### src/logic/dispatch_pkg.sv
`default_nettype none

package dispatch_pkg;

    // scoreboard depth, one entry per scalar register
    localparam int NUM_REGS = 32;

    // unit occupancy in cycles
    localparam int LAT_ALU  = 1;
    localparam int LAT_LDST = 3;
    localparam int LAT_BR   = 2;

    typedef logic [4:0] regbits_t;
    typedef logic [1:0] tag_t;

    // producer tags, 0 means the value is ready
    localparam tag_t TAG_READY = 2'd0;
    localparam tag_t TAG_ALU   = 2'd1;
    localparam tag_t TAG_LDST  = 2'd2;

    typedef enum logic [1:0] {
        FU_ALU  = 2'd0,
        FU_LDST = 2'd1,
        FU_BR   = 2'd2,
        FU_NONE = 2'd3
    } fu_e;

    // opcode lives in instr[3:0], codes 10..15 are unused
    typedef enum logic [3:0] {
        OP_ADD  = 4'd0,
        OP_SUB  = 4'd1,
        OP_AND  = 4'd2,
        OP_OR   = 4'd3,
        OP_LD   = 4'd4,
        OP_ST   = 4'd5,
        OP_BEQ  = 4'd6,
        OP_BNE  = 4'd7,
        OP_HALT = 4'd8,
        OP_NOP  = 4'd9
    } op_e;

    typedef enum logic {
        SPEC_NONE   = 1'b0,
        SPEC_ACTIVE = 1'b1
    } spec_state_e;

    // decoder output
    typedef struct packed {
        fu_e      fu;
        op_e      op;
        regbits_t rd;
        regbits_t rs1;
        regbits_t rs2;
        logic     reg_write;
        logic     halt;
    } decode_t;

    // record handed to the execute side
    typedef struct packed {
        logic     valid;
        fu_e      fu;
        op_e      op;
        regbits_t rd;
        tag_t     t1;
        tag_t     t2;
        logic     spec;
        logic     halt;
    } dispatch_t;

    // timer start
    typedef struct packed {
        logic     en;
        regbits_t rd;
        logic     reg_write;
        logic     spec;
    } issue_t;

    typedef struct packed {
        logic     valid;
        regbits_t rd;
    } wb_t;

endpackage

`default_nettype wire

### src/logic/dispatch_stage.sv
`timescale 1ns/1ns
`default_nettype none

module dispatch_stage (
    input  logic                    CLK,
    input  logic                    nRST,
    input  dispatch_pkg::decode_t   dec,
    input  logic                    instr_valid,
    input  logic                    branch_resolved,
    input  logic                    branch_miss,
    input  logic                    busy_alu,
    input  logic                    busy_ldst,
    input  logic                    busy_br,
    input  logic                    rd_busy,
    input  dispatch_pkg::tag_t      tag_rs1,
    input  dispatch_pkg::tag_t      tag_rs2,
    output logic                    wr_en,
    output dispatch_pkg::tag_t      wr_tag,
    output logic                    wr_spec,
    output dispatch_pkg::issue_t    iss_alu,
    output dispatch_pkg::issue_t    iss_ldst,
    output dispatch_pkg::issue_t    iss_br,
    output logic                    freeze,
    output dispatch_pkg::dispatch_t disp
);
    import dispatch_pkg::*;

    spec_state_e spec_state;
    spec_state_e spec_state_n;
    logic        unit_busy;
    logic        waw;
    logic        hazard;
    logic        issue;
    logic        spec_now;
    dispatch_t   disp_n;

    // structural hazard on the target unit
    always_comb begin
        case (dec.fu)
            FU_ALU:  unit_busy = busy_alu;
            FU_LDST: unit_busy = busy_ldst;
            FU_BR:   unit_busy = busy_br;
            default: unit_busy = 1'b0;
        endcase
    end

    // write after write on rd
    assign waw    = dec.reg_write && rd_busy;
    assign hazard = unit_busy || waw;

    // fetch holds the word while frozen
    assign freeze = instr_valid && hazard;

    // nops and unused codes are consumed without issuing
    assign issue    = instr_valid && !hazard && !branch_miss && (dec.fu != FU_NONE);
    assign spec_now = (spec_state == SPEC_ACTIVE);

    // status table write port
    assign wr_en   = issue && dec.reg_write;
    assign wr_tag  = (dec.fu == FU_LDST) ? TAG_LDST : TAG_ALU;
    assign wr_spec = spec_now;

    // one start per unit, only the target one is enabled
    assign iss_alu  = '{en: issue && dec.fu == FU_ALU, rd: dec.rd,
                        reg_write: dec.reg_write, spec: spec_now};
    assign iss_ldst = '{en: issue && dec.fu == FU_LDST, rd: dec.rd,
                        reg_write: dec.reg_write, spec: spec_now};
    assign iss_br   = '{en: issue && dec.fu == FU_BR, rd: dec.rd,
                        reg_write: dec.reg_write, spec: spec_now};

    // speculation fsm
    always_comb begin
        spec_state_n = spec_state;
        if (branch_miss) begin
            spec_state_n = SPEC_NONE;
        end else if (issue && dec.fu == FU_BR) begin
            // a fresh branch outranks a resolve of the older one
            spec_state_n = SPEC_ACTIVE;
        end else if (branch_resolved) begin
            spec_state_n = SPEC_NONE;
        end
    end

    always_ff @(posedge CLK, negedge nRST) begin
        if (!nRST) begin
            spec_state <= SPEC_NONE;
        end else begin
            spec_state <= spec_state_n;
        end
    end

    // bubble unless something issues
    always_comb begin
        disp_n = '0;
        if (issue) begin
            disp_n.valid = 1'b1;
            disp_n.fu    = dec.fu;
            disp_n.op    = dec.op;
            disp_n.rd    = dec.rd;
            // operand producers at issue time
            disp_n.t1    = tag_rs1;
            disp_n.t2    = tag_rs2;
            disp_n.spec  = spec_now;
            disp_n.halt  = dec.halt;
        end
    end

    always_ff @(posedge CLK, negedge nRST) begin
        if (!nRST) begin
            disp <= '0;
        end else begin
            disp <= disp_n;
        end
    end

    // fetch keeps a frozen word in place until it goes through
    assert property (@(posedge CLK) disable iff (!nRST)
        freeze |=> instr_valid && $stable(dec))
        else $error("dispatch: fetch changed the word while frozen");

endmodule

`default_nettype wire

### src/logic/dispatch_top.sv
`timescale 1ns/1ns
`default_nettype none

module dispatch_top (
    input  logic                    CLK,
    input  logic                    nRST,
    input  logic [31:0]             instr,
    input  logic                    instr_valid,
    input  logic                    branch_resolved,
    input  logic                    branch_miss,
    output dispatch_pkg::dispatch_t disp,
    output logic                    freeze,
    output dispatch_pkg::wb_t       wb_alu,
    output dispatch_pkg::wb_t       wb_ldst
);
    import dispatch_pkg::*;

    decode_t dec;
    logic    wr_en;
    tag_t    wr_tag;
    logic    wr_spec;
    logic    rd_busy;
    tag_t    tag_rs1;
    tag_t    tag_rs2;
    issue_t  iss_alu;
    issue_t  iss_ldst;
    issue_t  iss_br;
    logic    busy_alu;
    logic    busy_ldst;
    logic    busy_br;

    instr_decoder i_instr_decoder (
        .instr (instr),
        .dec   (dec)
    );

    dispatch_stage i_dispatch_stage (
        .CLK             (CLK),
        .nRST            (nRST),
        .dec             (dec),
        .instr_valid     (instr_valid),
        .branch_resolved (branch_resolved),
        .branch_miss     (branch_miss),
        .busy_alu        (busy_alu),
        .busy_ldst       (busy_ldst),
        .busy_br         (busy_br),
        .rd_busy         (rd_busy),
        .tag_rs1         (tag_rs1),
        .tag_rs2         (tag_rs2),
        .wr_en           (wr_en),
        .wr_tag          (wr_tag),
        .wr_spec         (wr_spec),
        .iss_alu         (iss_alu),
        .iss_ldst        (iss_ldst),
        .iss_br          (iss_br),
        .freeze          (freeze),
        .disp            (disp)
    );

    // write index and lookups come from the decoded fields
    reg_status_table i_reg_status_table (
        .CLK     (CLK),
        .nRST    (nRST),
        .wr_en   (wr_en),
        .wr_sel  (dec.rd),
        .wr_tag  (wr_tag),
        .wr_spec (wr_spec),
        .wb_alu  (wb_alu),
        .wb_ldst (wb_ldst),
        .flush   (branch_miss),
        .rd_sel  (dec.rd),
        .rs1_sel (dec.rs1),
        .rs2_sel (dec.rs2),
        .rd_busy (rd_busy),
        .tag_rs1 (tag_rs1),
        .tag_rs2 (tag_rs2)
    );

    fu_timer #(.LATENCY(LAT_ALU)) i_timer_alu (
        .CLK   (CLK),
        .nRST  (nRST),
        .start (iss_alu),
        .flush (branch_miss),
        .busy  (busy_alu),
        .wb    (wb_alu)
    );

    fu_timer #(.LATENCY(LAT_LDST)) i_timer_ldst (
        .CLK   (CLK),
        .nRST  (nRST),
        .start (iss_ldst),
        .flush (branch_miss),
        .busy  (busy_ldst),
        .wb    (wb_ldst)
    );

    // branches never write a register
    fu_timer #(.LATENCY(LAT_BR)) i_timer_br (
        .CLK   (CLK),
        .nRST  (nRST),
        .start (iss_br),
        .flush (branch_miss),
        .busy  (busy_br),
        .wb    ()
    );

endmodule

`default_nettype wire

### src/logic/fu_timer.sv
`timescale 1ns/1ns
`default_nettype none

module fu_timer #(
    parameter int LATENCY = 1
) (
    input  logic                 CLK,
    input  logic                 nRST,
    input  dispatch_pkg::issue_t start,
    input  logic                 flush,
    output logic                 busy,
    output dispatch_pkg::wb_t    wb
);
    import dispatch_pkg::*;

    typedef logic [$clog2(LATENCY+1)-1:0] cnt_t;

    cnt_t     count;
    regbits_t rd_q;
    logic     reg_write_q;
    logic     spec_q;

    always_ff @(posedge CLK, negedge nRST) begin
        if (!nRST) begin
            count       <= '0;
            rd_q        <= '0;
            reg_write_q <= 1'b0;
            spec_q      <= 1'b0;
        end else if (start.en) begin
            // occupy the unit for the full latency
            count       <= cnt_t'(LATENCY);
            rd_q        <= start.rd;
            reg_write_q <= start.reg_write;
            spec_q      <= start.spec;
        end else if (flush && spec_q) begin
            // wrong path, drop the occupation
            count <= '0;
        end else if (count != '0) begin
            count <= count - 1'b1;
        end
    end

    assign busy = (count != '0);

    // last cycle of occupation, squashed op never writes back
    assign wb.valid = (count == cnt_t'(1)) && reg_write_q && !(flush && spec_q);
    assign wb.rd    = rd_q;

    // structural hazard check upstream keeps starts apart
    assert property (@(posedge CLK) disable iff (!nRST) start.en |-> !busy)
        else $error("fu_timer: start while busy");

endmodule

`default_nettype wire

### src/logic/instr_decoder.sv
`timescale 1ns/1ns
`default_nettype none

module instr_decoder (
    input  logic [31:0]           instr,
    output dispatch_pkg::decode_t dec
);
    import dispatch_pkg::*;

    op_e raw_op;

    // opcode field, may hold an unused code
    assign raw_op = op_e'(instr[3:0]);

    always_comb begin
        // register fields come straight from the word
        dec.rd        = instr[11:7];
        dec.rs1       = instr[19:15];
        dec.rs2       = instr[24:20];
        dec.op        = raw_op;
        dec.fu        = FU_NONE;
        dec.reg_write = 1'b0;
        dec.halt      = 1'b0;
        case (raw_op)
            OP_ADD, OP_SUB, OP_AND, OP_OR: begin
                dec.fu        = FU_ALU;
                dec.reg_write = 1'b1;
            end
            OP_LD: begin
                dec.fu        = FU_LDST;
                dec.reg_write = 1'b1;
            end
            // store has no destination
            OP_ST: begin
                dec.fu = FU_LDST;
            end
            OP_BEQ, OP_BNE: begin
                dec.fu = FU_BR;
            end
            // halt rides the alu slot so it reaches disp
            OP_HALT: begin
                dec.fu   = FU_ALU;
                dec.halt = 1'b1;
            end
            OP_NOP: begin
                dec.fu = FU_NONE;
            end
            // unused codes fall back to a nop
            default: begin
                dec.op = OP_NOP;
                dec.fu = FU_NONE;
            end
        endcase
    end

endmodule

`default_nettype wire

### src/logic/reg_status_table.sv
`timescale 1ns/1ns
`default_nettype none

module reg_status_table (
    input  logic                   CLK,
    input  logic                   nRST,
    input  logic                   wr_en,
    input  dispatch_pkg::regbits_t wr_sel,
    input  dispatch_pkg::tag_t     wr_tag,
    input  logic                   wr_spec,
    input  dispatch_pkg::wb_t      wb_alu,
    input  dispatch_pkg::wb_t      wb_ldst,
    input  logic                   flush,
    input  dispatch_pkg::regbits_t rd_sel,
    input  dispatch_pkg::regbits_t rs1_sel,
    input  dispatch_pkg::regbits_t rs2_sel,
    output logic                   rd_busy,
    output dispatch_pkg::tag_t     tag_rs1,
    output dispatch_pkg::tag_t     tag_rs2
);
    import dispatch_pkg::*;

    logic [NUM_REGS-1:0] busy;
    logic [NUM_REGS-1:0] busy_n;
    logic [NUM_REGS-1:0] spec;
    tag_t                tag [NUM_REGS];

    always_comb begin
        busy_n = busy;
        // writebacks retire their producers
        if (wb_alu.valid) begin
            busy_n[wb_alu.rd] = 1'b0;
        end
        if (wb_ldst.valid) begin
            busy_n[wb_ldst.rd] = 1'b0;
        end
        // r0 is hardwired, never tracked
        if (wr_en && wr_sel != '0) begin
            busy_n[wr_sel] = 1'b1;
        end
        // squash wins over everything speculative
        if (flush) begin
            busy_n = busy_n & ~spec;
        end
    end

    always_ff @(posedge CLK, negedge nRST) begin
        if (!nRST) begin
            busy <= '0;
        end else begin
            busy <= busy_n;
        end
    end

    // producer tag and spec mark, only meaningful while busy
    always_ff @(posedge CLK) begin
        if (wr_en) begin
            tag[wr_sel]  <= wr_tag;
            spec[wr_sel] <= wr_spec;
        end
    end

    assign rd_busy = busy[rd_sel];
    assign tag_rs1 = busy[rs1_sel] ? tag[rs1_sel] : TAG_READY;
    assign tag_rs2 = busy[rs2_sel] ? tag[rs2_sel] : TAG_READY;

    // stage must hold off a waw before writing the entry
    assert property (@(posedge CLK) disable iff (!nRST) wr_en |-> !busy[wr_sel])
        else $error("status table: write to busy register %0d", wr_sel);

endmodule

`default_nettype wire
### config.mk
export PLATFORM = sky130hd
export DESIGN_NAME = dispatch_top
export DESIGN_NICKNAME = d
export VERILOG_FILES = /design/src/logic/dispatch_pkg.sv /design/src/logic/dispatch_stage.sv /design/src/logic/dispatch_top.sv /design/src/logic/fu_timer.sv /design/src/logic/instr_decoder.sv /design/src/logic/reg_status_table.sv
export SDC_FILE = /design/constraint.sdc
export NUM_CORES = 1
export LEC_CHECK = 0
export ABC_AREA = 0
export BUFFER_PORTS_ARGS = -buffer_cell sky130_fd_sc_hd__buf_2
export CORE_ASPECT_RATIO = 2
export CORE_MARGIN = 1.5
export CORE_UTILIZATION = 30
export CTS_CLUSTER_SIZE = 40
export DETAILED_ROUTE_END_ITERATION = 8
export PLACE_DENSITY = 0.55
export RECOVER_POWER = 25
export SETUP_SLACK_MARGIN = 0.05
export SLEW_MARGIN = 20
export SYNTH_ARGS = -nofsm -noshare
export SYNTH_HDL_FRONTEND = slang
export SYNTH_HIERARCHICAL = 1
export SYNTH_SLANG_ARGS = --single-unit
export TNS_END_PERCENT = 10
### constraint.sdc
create_clock -name CLK -period 4.36 [get_ports CLK]
set_input_delay 0.436 -clock CLK [delete_from_list [all_inputs] [get_ports CLK]]
set_output_delay 0.436 -clock CLK [all_outputs]
set_load 0.02 [all_outputs]
* Yosys cells after proc, flatten, opt, wreduce, memory -nomap -nowiden *
Memories as Yosys holds them, arrays and structs flattened.
Index checks and enable logic that the tools add are counted.

cells by class
  multiplexer cells = 40
  order comparisons = 8
  equal/unequal tests = 13
  reductions and logical operators = 38
  bitwise logic cells = 7
  add/sub/neg operators = 3

operators by type and width
  cell                  count
  $mux W32              4
  $and A32 B32 Y32      3
  $not A32 Y32          3
  $bwmux W32            1
  $or A32 B32 Y32       1
  $lt A5 B6 Y1 const B  5
  $logic_and A1 B1 Y1   20
  $mux W18              1
  $mux W2               9
  $eq A4 B3 Y1 const B  4
  $mux W1               16
  $bmux W1 S5           3
  $demux W1 S5          3
  $ge A5 B1 Y1 const B  3
  $reduce_or A10 Y1     1
  $reduce_or A5 Y1      2
  $reduce_bool A3 Y1    3
  $eq A4 B2 Y1 const B  2
  $eq A4 B4 Y1 const B  2
  $pmux W2 S3           1
  $reduce_bool A5 Y1    1
  $eq A2 B1 Y1 const B  2
  $eq A4 B1 Y1 const B  1
  $logic_not A1 Y1      4
  11 further kinds      14

word-level totals
  input port bits = 37
  memories = 1
  word-level logic and storage cells = 131
  RAM bits = 64
  output and inout bits = 31
  register bits = 103

memories
  name                    depth  width  rd ports  clocked after memory_dff  wr ports  line                    text
  i_reg_status_table.tag  32     2      2         0                         1         reg_status_table.sv:26  tag_t tag [NUM_REGS];

* Longest topological paths before layout *
Gate-level depths: netlist of the first run.

  depth in word-level cells = 15
  mapped depth = 13
  mapped depth without buffers = 10

* Cells and area by module *
Netlist of the first run, hierarchy kept.

modules (own cells, without submodules)
  module                      times used  area each (um2)  cells an instance  seq. area each (um2)
  reg_status_table            1           6537.5           439                3683.5
  dispatch_stage              1           878.3            77                 475.5
  fu_timer at i_timer_br ...  2           425.4            29                 225.2
  fu_timer at i_timer_alu     1           325.3            18                 200.2
  instr_decoder               1           198.9            28                 0.0

* Worst setup path before layout of the first run *
OpenSTA, ideal clock, no wires.

  kind = input to register
  start = input instr[7]
  end = register i_reg_status_table.spec[4], enable pin
  cell stages on the path = 11
  arrival = 3.384 ns
  required time = 4.034 ns
  setup time = 0.326 ns
  path slack = 0.650 ns
  buffers on the path = 3
  cell sequence = buf_4 > buf_2 > mux4_2 > mux4_2 > mux2_2 > nand2_1 > o2111a_2 > and2_1 > or3b_2 > clkbuf_1 > nor2_1

on the way
  cells in the longest elaborated chain, start to end = 9

ends and longest elaborated chain
  item                               line                    text
  from (decl)                        dispatch_top.sv:7       input logic [31:0] instr,
  $bmux W1 S5                        reg_status_table.sv:63  assign rd_busy = busy[rd_sel];
  $mux W1 (not written as such)      reg_status_table.sv:63
  net rd_busy                        dispatch_top.sv:22      logic rd_busy;
  $logic_and A1 B1 Y1                dispatch_stage.sv:48    assign waw = dec.reg_write && rd_busy;
  $logic_or A1 B1 Y1                 dispatch_stage.sv:49    assign hazard = unit_busy || waw;
  $logic_not A1 Y1                   dispatch_stage.sv:55    assign issue = instr_valid && !hazard && !branch_miss && (dec.fu != FU_NONE);
  $logic_and A1 B1 Y1 (3 in series)  dispatch_stage.sv:55
  $logic_and A1 B1 Y1                dispatch_stage.sv:59    assign wr_en = issue && dec.reg_write;
  net wr_en                          dispatch_top.sv:19      logic wr_en;
  to (signal, indexed assignment)    reg_status_table.sv:59  spec[wr_sel] <= wr_spec;
  to (decl)                          reg_status_table.sv:25  logic [NUM_REGS-1:0] spec;

The timed path passes the listed nets, and every way through them passes these cells. The select of a mux whose other input is x is not followed.
A chain may end at the register's enable or synchronous reset.

* Worst setup path after layout of the first run *
  start = input instr[7]
  end = register i_reg_status_table.spec[16], enable pin

Same word-level chain as after synthesis.

==> results of run 1 <==
[through the flow]
| stage | instances | utilization [%] |
|---|---|---|
| after global placement | 970 | 32.0 |
| after floorplan | 600 | - |
| after global routing | 1002 | 34.0 |
| after CTS | 1002 | 34.0 |
| after detailed placement | 970 | 32.0 |
| final | 1002 | 34.0 |
[report_power, final]
part / internal (W) / total (W) / switching [W]
Sequential: 0.00175 / 0.00188 / 0.000131
Clock: 0.000743 / 0.00141 / 0.000665
Combinational: 0.000256 / 0.000594 / 0.000339
Total: 0.00275 / 0.00388 / 0.00113
[tightest hold or removal path, stage by stage]
cell,delay [ns]
sky130_fd_sc_hd__buf_2,0.08
sky130_fd_sc_hd__or3b_2,0.10
sky130_fd_sc_hd__o41ai_1,0.07
[state kept, by name, summed over array words and instances (netlist names), 2 cells and up]
signal / flops
i_reg_status_table/spec: 32
i_timer_ldst/rd_q: 5
i_timer_alu/rd_q: 5
i_dispatch_stage/disp: 18
i_timer_ldst/count: 2
i_reg_status_table/tag: 64
i_reg_status_table/busy: 32
i_timer_br/count: 2
[layout make-up]
type,instances,area [µm²],share of cell area (%)
clock inverters,14,114,1.20
clock buffers,18,429,4.52
repair buffers,77,438,4.61
flip-flops and latches,167,4660,49.1
well taps,356,445,4.69
inverters,15,56.3,0.593
multi-input cells,355,3360,35.3
[layout by cell type (no fill, tap or decap), types with 5 or more instances in the layout]
master and instances:
sky130_fd_sc_hd__nand2_1 10, sky130_fd_sc_hd__nand2b_1 5, sky130_fd_sc_hd__a2bb2oi_1 8, sky130_fd_sc_hd__and3b_1 10, sky130_fd_sc_hd__nor2_1 39, sky130_fd_sc_hd__and3_1 5, sky130_fd_sc_hd__o21ai_0 7, sky130_fd_sc_hd__buf_4 22
sky130_fd_sc_hd__mux2_4 15, sky130_fd_sc_hd__a221oi_1 16, sky130_fd_sc_hd__and2_1 23, sky130_fd_sc_hd__mux2i_1 21, sky130_fd_sc_hd__inv_6 5, sky130_fd_sc_hd__a22oi_1 27, sky130_fd_sc_hd__clkbuf_16 17, sky130_fd_sc_hd__nand3b_1 6
sky130_fd_sc_hd__inv_1 15, sky130_fd_sc_hd__nor3b_1 8, sky130_fd_sc_hd__a21oi_1 52, sky130_fd_sc_hd__dfrtp_1 71, sky130_fd_sc_hd__edfxtp_1 96, sky130_fd_sc_hd__buf_2 52, sky130_fd_sc_hd__a211oi_1 5, sky130_fd_sc_hd__nor2b_1 5
sky130_fd_sc_hd__mux4_2 54
[metal layers]
layer | global-route usage, % | share of wire [%]
met1 | 21.8 | 41
met2 | 26.1 | 50
met3 | 3.00 | 6.6
met4 | 5.70 | 1.9
met5 | 0 | 0.079
[final timing paths]
path | from | end | slack [ns] | depth (start not counted)
setup reg to reg | i_reg_status_table/busy[15] | i_reg_status_table/spec[16] | 0.76 | 8
hold / removal | branch_resolved | i_dispatch_stage/wr_spec | 0.31 | 3
min in group asynchronous | nRST | i_dispatch_stage/disp[1] | 0.53 | 1
max in group asynchronous | nRST | i_timer_ldst/spec_q | 2.72 | 1
setup / recovery | instr[7] | i_reg_status_table/spec[16] | 0.76 | 9
hold reg to reg | i_reg_status_table/spec[27] | i_reg_status_table/busy[27] | 0.41 | 1
==> implementation parameters, run 1 <==
Parameter                              Value

Run status
  Outcome    finished with violations
  Failing checks    max-capacitance violations, max-slew violations

Final layout
  Final-stage net count    between 600 and 700
  Growth of design area from synthesis to finish    11.9%
  Antenna diode instance count    0
  # fillers    between 2000 and 3000
  Final standard cell area without fillers    approximately 9500 µm²
  Fraction of final layout cells sized beyond drive strength 1    between 20% and 30%

Setup path
  CP Class    input pin to register
  Ordered list of cells on the worst path    buf_2 > mux4_2 > mux4_2 > mux2_2 > nand2_1 > o2111a_2 > and2_1 > or3b_2 > nor2_1
  Critical path's top delay family    simple AND/OR/NAND/NOR gates
  Cell repeated most along the worst path    sky130_fd_sc_hd__mux4_2
  Worst path arrival time    around 3.7 ns
  Kind of start point of the critical path    input pin
  WP buf/inv    1
  Crit end category    register
  Required time of the critical path    4.44 ns
  Critical path's largest stage delay    approximately 0.61 ns
  Cell type of the slowest stage on the worst timing path    sky130_fd_sc_hd__or3b_2
  Crit path max fanout    13

Power
  Power Dens Cells    approximately 410 nW/µm²
  Overall power of the completed layout    0.00388 W
  Peak VDD IR    0.265 mV
  Leakage power    3.53 nW

Clocking
  Source-to-sink clock delay at the later pin of the worst-skew pair    about 0.43 ns
  CTS buffer count    17
  H-tree depth    4
  Clk sink count    approximately 170
  CTS tree    built
  Largest buffer count on any clock path    2
  Clock transition at the registers of the reported paths    roughly 0.070 ns
  CTS Root Cell    sky130_fd_sc_hd__clkbuf_16
  Post-CTS setup buffer count    0
  CTS hold repair buffers    0
  Post-cts gate resize count    0

Die
  Number of core rows    between 80 and 90
  Die X-Extent    122 µm
  Initial Util    between 30% and 40%
  DIE HEIGHT    241 µm
  Core area    around 28000 µm²
  Die Area    between 20000 and 30000 µm²
  Top-level I/O count    slightly below 70

Placement
  Area of placed instances    8960 µm²
  Total of buffers placed on input and output ports    54
  Final Wtd Congestion    about 0.83
  Hpwl dp    ~16 mm
  Post-place setup slack    approximately 0.33 ns

Global routing
  Maximum number of pins on one net before global-route repair    72
  Wire length of the first global-routing pass    34.5 mm
  Via count of the first global-routing pass    5508
  Overall track demand over capacity in global routing    approximately 16%
  Antenna violations before repair    1
  Total congestion overflow after global routing    0

STA
  Minimum setup slack in the final design    ~0.76 ns
  Max-slew headroom at the worst pin    -25.2%
  Unrepaired setup endpoints after global routing    no
  Final hold slack    0.314 ns
  Fin crit period    approximately 3.6 ns
  Final count of pins violating max slew    72
  Layout Skew    roughly 0.013 ns
  Final count of negative-setup-slack endpoints    0
  TNS Setup    0 ns
  Share of the clock period used by the worst path after layout    a little over 80%
  Max Freq    between 0.2 and 0.3 GHz
  Number of failing hold endpoints at the final stage    0
  Pin slew with the least headroom to its limit    approximately 1.9 ns

Detailed routing
  Starting DRC count in detailed routing    approximately 460
  Final wirelength    22.7 mm
  Drc violations    0
  Antenna Violating Nets Remaining    0
  Number of iterations in the first detailed-routing pass    5
  Routed vias    5493
  Drt via density    approximately 5.5
  Mean routed wirelength per cell    22.7 µm

Logic synthesis
  Count of mapped cells out of synthesis    600
  Netlist area before placement    8490 µm²
  Synth warnings    6
  Average footprint of a synthesized cell    approximately 14 µm²
  Nets in the synthesized netlist    640

Min path
  Worst hold path class    input pin to register

Flow run
  Max-cap check violation count    1
Note: power is estimated with default switching activity, not from simulation.
==> run 2: changes to the inputs <==
==> constraint.sdc (replaced) <==
create_clock -name CLK -period 3.4 [get_ports CLK]
set_input_delay 0.34 -clock CLK [delete_from_list [all_inputs] [get_ports CLK]]
set_output_delay 0.34 -clock CLK [all_outputs]
set_load 0.02 [all_outputs]
==> run 2 against run 1 <==
Effect of this change: die area unchanged; the flow finishes with violations (design-rule violations, max-capacitance violations, max-slew violations); first-iteration DRC count is 10% higher; global-route usage up 0.63 points; critical path type is now register to register; sequential power rose by 27%; critical endpoint is now i_reg_status_table/tag[7][1].
==> implementation parameters, run 2 (same netlist as run 1, synthesis figures left out) <==
Parameter                              Value

Detailed routing
  Drc violations    2 (+2)
  Drt via density    5.37 (-2.0%)
  Routed vias    5555 (+1.1%)
  Starting DRC count in detailed routing    510 (+10%)
  Number of iterations in the first detailed-routing pass    7 (+2)
  Mean routed wirelength per cell    22.4 µm (-1.0%)
  Antenna Violating Nets Remaining    0 (unchanged)
  Final wirelength    23.2 mm (+2.2%)

Setup path
  Cell type of the slowest stage on the worst timing path    sky130_fd_sc_hd__mux4_2
  Worst path arrival time    3.35 ns (-0.33 ns)
  Crit path max fanout    8 (-5)
  WP buf/inv    2 (+1)
  Flop2flop setup slack    0.20 ns (-0.55 ns)
  Critical path's largest stage delay    0.49 ns (-0.12 ns)
  Ordered list of cells on the worst path    mux4_2 > mux4_2 > mux2_2 > nand2_1 > o2111a_2 > and2_4 > nand3_1 > buf_4 > nor2_1 > buf_4
  CP Class    register to register
  Critical path's top delay family    multiplexers
  Kind of start point of the critical path    register
  Required time of the critical path    3.55 ns (-0.89 ns)
  Crit end category    register

Global routing
  Overall track demand over capacity in global routing    16.8% (+0.63 points)
  Via count of the first global-routing pass    5819 (+5.6%)
  Met2 track demand over resource    27.6% (+1.5 points)
  Most congested layer reported by global routing    met2
  Global-route track usage on met3    2.95% (-0.047 points)
  Total congestion overflow after global routing    0 (unchanged)
  Antenna violations before repair    1 (unchanged)
  Wire length of the first global-routing pass    36.1 mm (+4.8%)
  Maximum number of pins on one net before global-route repair    72 (unchanged)
  GR Util met1    22.1% (+0.32 points)

Clocking
  Source-to-sink clock delay at the later pin of the worst-skew pair    0.43 ns (about the same)
  H-tree depth    4 (unchanged)
  CTS Root Cell    sky130_fd_sc_hd__clkbuf_16
  Largest buffer count on any clock path    2 (unchanged)
  CTS tree    built
  Clock transition at the registers of the reported paths    0.07 ns (about the same)
  CTS hold repair buffers    0 (unchanged)
  Post-CTS setup buffer count    0 (unchanged)
  CTS buffer count    17 (unchanged)
  Clk sink count    167 (unchanged)
  Post-cts gate resize count    0 (unchanged)

Placement
  Post-place setup slack    -0.108 ns (-0.442 ns)
  Hpwl dp    16.7 mm (+6.9%)
  Total of buffers placed on input and output ports    54 (unchanged)
  Final Wtd Congestion    0.873 (+5.2%)

Die
  Initial Util    30.3% (unchanged)
  Die Area    29400 µm² (unchanged)
  Core area    28000 µm² (unchanged)
  Number of core rows    87 (unchanged)
  Top-level I/O count    68 (unchanged)
  Die X-Extent    122 µm (unchanged)
  DIE HEIGHT    241 µm (unchanged)

STA
  Unrepaired setup endpoints after global routing    no
  Number of failing hold endpoints at the final stage    0 (unchanged)
  Layout Skew    0.0157 ns (+0.00311 ns)
  TNS Setup    0 ns (unchanged)
  Final count of negative-setup-slack endpoints    0 (unchanged)
  Fin crit period    around 3.2 ns
  Minimum setup slack in the final design    0.203 ns (-0.553 ns)
  Pin slew with the least headroom to its limit    1.92 ns (+0.0380 ns)
  Max Freq    about 0.31 GHz
  Share of the clock period used by the worst path after layout    between 90% and 100%
  Final count of pins violating max slew    72 (unchanged)
  Max-slew headroom at the worst pin    -27.8% (-2.5 points)

Final layout
  Multi-input gate area    3420 µm² (+1.9%)
  Most common cell after layout, fill and taps aside    sky130_fd_sc_hd__edfxtp_1
  Growth of design area from synthesis to finish    16.0%
  Top flop regs    i_reg_status_table/tag (64), i_reg_status_table/busy (32), i_reg_status_table/spec (32)
  Top register by number of flip-flops    i_reg_status_table/tag
  Final-stage net count    705 (+4.8%)
  Antenna diode instance count    0 (unchanged)
  Number of flip-flops in the largest register    64 (unchanged)
  # fillers    2660 (-1.4%)
  Most frequent cells in the layout    sky130_fd_sc_hd__edfxtp_1 (96), sky130_fd_sc_hd__dfrtp_1 (71), sky130_fd_sc_hd__buf_4 (55)
  Fraction of final layout cells sized beyond drive strength 1    33.5% (+4.2 points)
  Register cell area after layout    4660 µm² (unchanged)

Power
  Switching share of power    29.0% (-0.23 points)
  Reg power frac    46.9% (-1.5 points)
  Combinational Power Share    15.4% (about the same)
  Power Dens Cells    518 nW/µm² (+27%)
  Leakage power    3.71 nW (+5.1%)
  Internal power    0.00363 W (+32%)
  Switching power summed over all nets    0.00148 W (+30%)
  Peak VDD IR    0.344 mV (+30%)
  Part of the total power dissipated in the clock network    37.7% (+1.4 points)

Run status
  Failing checks    design-rule violations, max-capacitance violations, max-slew violations
  Outcome    finished with violations

Min path
  Worst hold path class    input pin to register

Flow run
  Max-cap check violation count    1 (unchanged)
[run 2: cell types whose count changed in the layout (fill, tap and decap cells not counted), sizes merged]
cell,before,now
buf,74,102
clkbuf,21,25
clkinvlp,4,2
bufinv,0,1
inv,22,23
[run 2: per-stage QoR]
stage	power (W)	std cells	hold slack (ns)	area [µm²]	util, %
final	0.00511	1034	0.188	9850	35.2
after global routing	0.00532	1034	0.183	9850	35.2
after detailed placement	0.00322	1002	0.404	9270	33.1
after CTS	0.00514	1034	0.101	9860	35.2
after global placement	0.00319	1002	0.400	9270	33.1
after floorplan	0.00296	600	0.0444	8580	-
[run 2: power groups by stage]
stage	Sequential [W]	Combinational, W	Clock, W
2_1_floorplan	0.00244	0.000515	0
3_3_place_gp	0.00242	0.000770	0
3_5_place_dp	0.00243	0.000790	0
4_1_cts	0.00239	0.000791	0.00196
5_1_grt	0.00241	0.000855	0.00206
6_report	0.00239	0.000788	0.00193
[run 2: area by class of cell]
type	instances	area share (%)
Inverter	15	0.572
Multi-Input combinational cell	355	34.7
Sequential cell	167	47.3
Clock buffer	18	4.36
Timing Repair Buffer	109	6.86
Tap cell	356	4.52
Clock inverter	14	1.63
[run 2: routing by layer]
layer  part of all wire [%]  up-vias
met3                    5.5       35
li1                       -     2463
met2                     50      208
met4                    2.5        0
met1                     42     2849
met5                      0        -
[run 2: tightest hold or removal path, cell delays in order]
cell	delay [ns]
sky130_fd_sc_hd__buf_2	0.08
sky130_fd_sc_hd__or3b_2	0.10
sky130_fd_sc_hd__o41ai_1	0.05
[run 2: final timing paths]
| path | start | end | depth (start not counted) |
|---|---|---|---|
| worst max-delay path | i_reg_status_table/busy[15] | i_reg_status_table/tag[7][1] | 10 |
| worst min-delay path | branch_resolved | i_dispatch_stage/wr_spec | 3 |
| worst max register to register | i_reg_status_table/busy[15] | i_reg_status_table/tag[7][1] | 10 |
| worst min register to register | i_reg_status_table/spec[30] | i_reg_status_table/busy[30] | 1 |
| max in group asynchronous | nRST | i_timer_alu/rd_q[4] | 1 |
| min in group asynchronous | nRST | i_timer_br/spec_q | 1 |
==> run 3: changes to the inputs <==
--- a/config.mk
+++ b/config.mk
@@ -9,10 +9,11 @@
 export BUFFER_PORTS_ARGS = -buffer_cell sky130_fd_sc_hd__buf_2
 export CORE_ASPECT_RATIO = 2
 export CORE_MARGIN = 1.5
-export CORE_UTILIZATION = 30
+export CORE_UTILIZATION = 40
 export CTS_CLUSTER_SIZE = 40
 export DETAILED_ROUTE_END_ITERATION = 8
-export PLACE_DENSITY = 0.55
+export MAX_ROUTING_LAYER = met4
+export PLACE_DENSITY = 0.66
 export RECOVER_POWER = 25
 export SETUP_SLACK_MARGIN = 0.05
 export SLEW_MARGIN = 20
==> run 3 against run 2 <==
Effect of this change: the run ends with max-capacitance violations, max-slew violations left; global-route usage rose by 6.1 points; core utilization rose by 11 points; wire length rose by 2.8%; combinational power rose by 1%; via count rose by 4.0%; cell count fell by 8.9%; critical endpoint is now i_reg_status_table/tag[0][1]; fmax fell by 1.3%; first-iteration DRC count rose by 8.0%; worst hold slack got worse by 0.0017 ns; clock-buffer cell count rose by 11; die area fell by 25%.
==> implementation parameters, run 3 (same netlist as run 1, synthesis figures left out) <==
Parameter                              Value

STA
  Share of the clock period used by the worst path after layout    95.3% (+1.2 points)
  Pin slew with the least headroom to its limit    1.85 ns (-0.0700 ns)
  Final count of negative-setup-slack endpoints    0 (unchanged)
  Layout Skew    0.00853 ns (-0.00722 ns)
  Max Freq    0.309 GHz (-1.3%)
  Unrepaired setup endpoints after global routing    no
  Final count of pins violating max slew    37 (-49%)
  Number of failing hold endpoints at the final stage    0 (unchanged)
  Max-slew headroom at the worst pin    -23.1% (+4.7 points)
  Fin crit period    3.24 ns (+0.0414 ns)

Detailed routing
  Mean routed wirelength per cell    25.3 µm (+13%)
  Drt via density    6.13 (+14%)
  Final wirelength    23.9 mm (+2.8%)
  Starting DRC count in detailed routing    551 (+8.0%)
  Drc violations    0 (-2)
  Antenna Violating Nets Remaining    0 (unchanged)
  Routed vias    5777 (+4.0%)
  Number of iterations in the first detailed-routing pass    5 (-2)

Min path
  Worst hold path endpoint    i_dispatch_stage/wr_spec
  HP Start    branch_resolved
  Hold path cells    3 (unchanged)
  Worst hold path class    input pin to register

Final layout
  Antenna diode instance count    0 (unchanged)
  Final-stage net count    701 (-0.57%)
  Growth of design area from synthesis to finish    14.8%
  Top flop regs    i_reg_status_table/tag (64), i_reg_status_table/busy (32), i_reg_status_table/spec (32)
  Top register by number of flip-flops    i_reg_status_table/tag
  Final core utilization    46.6% (+11 points)
  Most common cell after layout, fill and taps aside    sky130_fd_sc_hd__edfxtp_1
  Number of flip-flops in the largest register    64 (unchanged)
  Most frequent cells in the layout    sky130_fd_sc_hd__edfxtp_1 (96), sky130_fd_sc_hd__dfrtp_1 (71), sky130_fd_sc_hd__mux4_2 (54)
  Fraction of final layout cells sized beyond drive strength 1    33.0% (-0.49 points)

Global routing
  Antenna violations before repair    0 (-1)
  Overall track demand over capacity in global routing    22.9% (+6.1 points)
  Total congestion overflow after global routing    0 (unchanged)
  Maximum number of pins on one net before global-route repair    72 (unchanged)
  Wire length of the first global-routing pass    35.6 mm (-1.5%)
  GR Util met1    23.0% (+0.90 points)
  Most congested layer reported by global routing    met2
  Met2 track demand over resource    40.3% (+13 points)
  Via count of the first global-routing pass    5939 (+2.1%)
  Global-route track usage on met3    3.21% (+0.26 points)

Setup path
  CP Class    register to register
  Critical R2R Launch    i_reg_status_table/busy[31]
  Worst path arrival time    3.38 ns (+0.03 ns)
  Crit path max fanout    8 (unchanged)
  Crit end category    register
  Worst reg2reg path endpoint    i_reg_status_table/tag[0][1]
  R2R cell count    8 (-2)
  Required time of the critical path    3.54 ns (about the same)
  Kind of start point of the critical path    register
  Flop2flop setup slack    0.16 ns (-0.04 ns)

Placement
  Final Wtd Congestion    0.965 (+10%)
  Hpwl dp    17.6 mm (+5.3%)
  Total of buffers placed on input and output ports    54 (unchanged)

Clocking
  H-tree depth    4 (unchanged)
  Source-to-sink clock delay at the later pin of the worst-skew pair    0.44 ns (about the same)
  Largest buffer count on any clock path    2 (unchanged)
  Post-CTS setup buffer count    0 (unchanged)
  CTS hold repair buffers    0 (unchanged)
  CTS buffer count    17 (unchanged)
  CTS tree    built
  Post-cts gate resize count    0 (unchanged)
  Clk sink count    167 (unchanged)
  Clock transition at the registers of the reported paths    0.06 ns (about the same)
  CTS Root Cell    sky130_fd_sc_hd__clkbuf_16

Die
  Die Area    22200 µm² (-25%)
  DIE HEIGHT    209 µm (-13%)
  Top-level I/O count    68 (unchanged)
  Core area    20900 µm² (-25%)
  Die X-Extent    106 µm (-13%)
  Initial Util    40.6% (+10 points)
  Number of core rows    75 (-14%)

Power
  Leakage power    3.73 nW (+0.52%)
  Peak VDD IR    0.443 mV (+29%)
  Power Dens Cells    530 nW/µm² (+2.3%)
  Overall power of the completed layout    0.00517 W (+1.2%)

Run status
  Failing checks    max-capacitance violations, max-slew violations
  Outcome    finished with violations

Flow run
  Max-cap check violation count    1 (unchanged)
run 3: layer usage:
metal	part of all wire, %	routed length [µm]
met5	0	0
met2	55	13100
met3	4.7	1120
met1	33	7770
met4	7.8	1860
run 3: layout make-up:
class                   instances  area, µm²
clock inverters                 2       17.5
clock buffers                  29        607
well taps                     269        337
fillers                      1776      11200
repair buffers                105        648
inverters                      15       56.3
flip-flops and latches        167       4660
multi-input cells             355       3420
run 3: worst max path at each step:
stage	slack, ns	endpoint	startpoint	cells past startpoint
after floorplan	0.13	i_reg_status_table/spec[0]	instr[7]	11
after global placement	-0.09	i_reg_status_table/tag[0][0]	instr[7]	9
after detailed placement	-0.11	i_reg_status_table/tag[20][1]	instr[7]	9
after CTS	0.20	i_reg_status_table/tag[12][0]	i_reg_status_table/busy[14]	8
after global routing	0.09	i_reg_status_table/tag[24][0]	i_reg_status_table/busy[30]	8
final	0.16	i_reg_status_table/tag[0][1]	i_reg_status_table/busy[31]	8
run 3: critical path, cell delays in order, from the launching register on:
cell                       delay [ns]
sky130_fd_sc_hd__dfrtp_1         0.41
sky130_fd_sc_hd__mux4_2          0.55
sky130_fd_sc_hd__mux4_2          0.49
sky130_fd_sc_hd__mux2_2          0.31
sky130_fd_sc_hd__nand2_1         0.09
sky130_fd_sc_hd__o2111a_2        0.20
sky130_fd_sc_hd__and2_4          0.16
sky130_fd_sc_hd__or3b_4          0.53
sky130_fd_sc_hd__nor2_4          0.20
run 3: where the power goes:
part | total, W | switching, W | internal, W
clock network | 0.00198 | 0.000765 | 0.00121
logic | 0.000798 | 0.000462 | 0.000336
registers | 0.00239 | 0.000144 | 0.00225
total | 0.00517 | 0.00137 | 0.00380
run 3: metrics by stage:
stage | instance area (µm²) | setup TNS (ns) | worst slack [ns] | hold WS [ns] | cells
floorplan | 8580 | 0 | 0.127 | 0.0444 | 600
global placement | 9110 | -2.03 | -0.0851 | 0.404 | 909
detailed placement | 9110 | -3.02 | -0.110 | 0.404 | 909
CTS | 9740 | 0 | 0.199 | 0.0961 | 940
global route | 9750 | 0 | 0.0888 | 0.192 | 942
finish | 9750 | 0 | 0.161 | 0.186 | 942
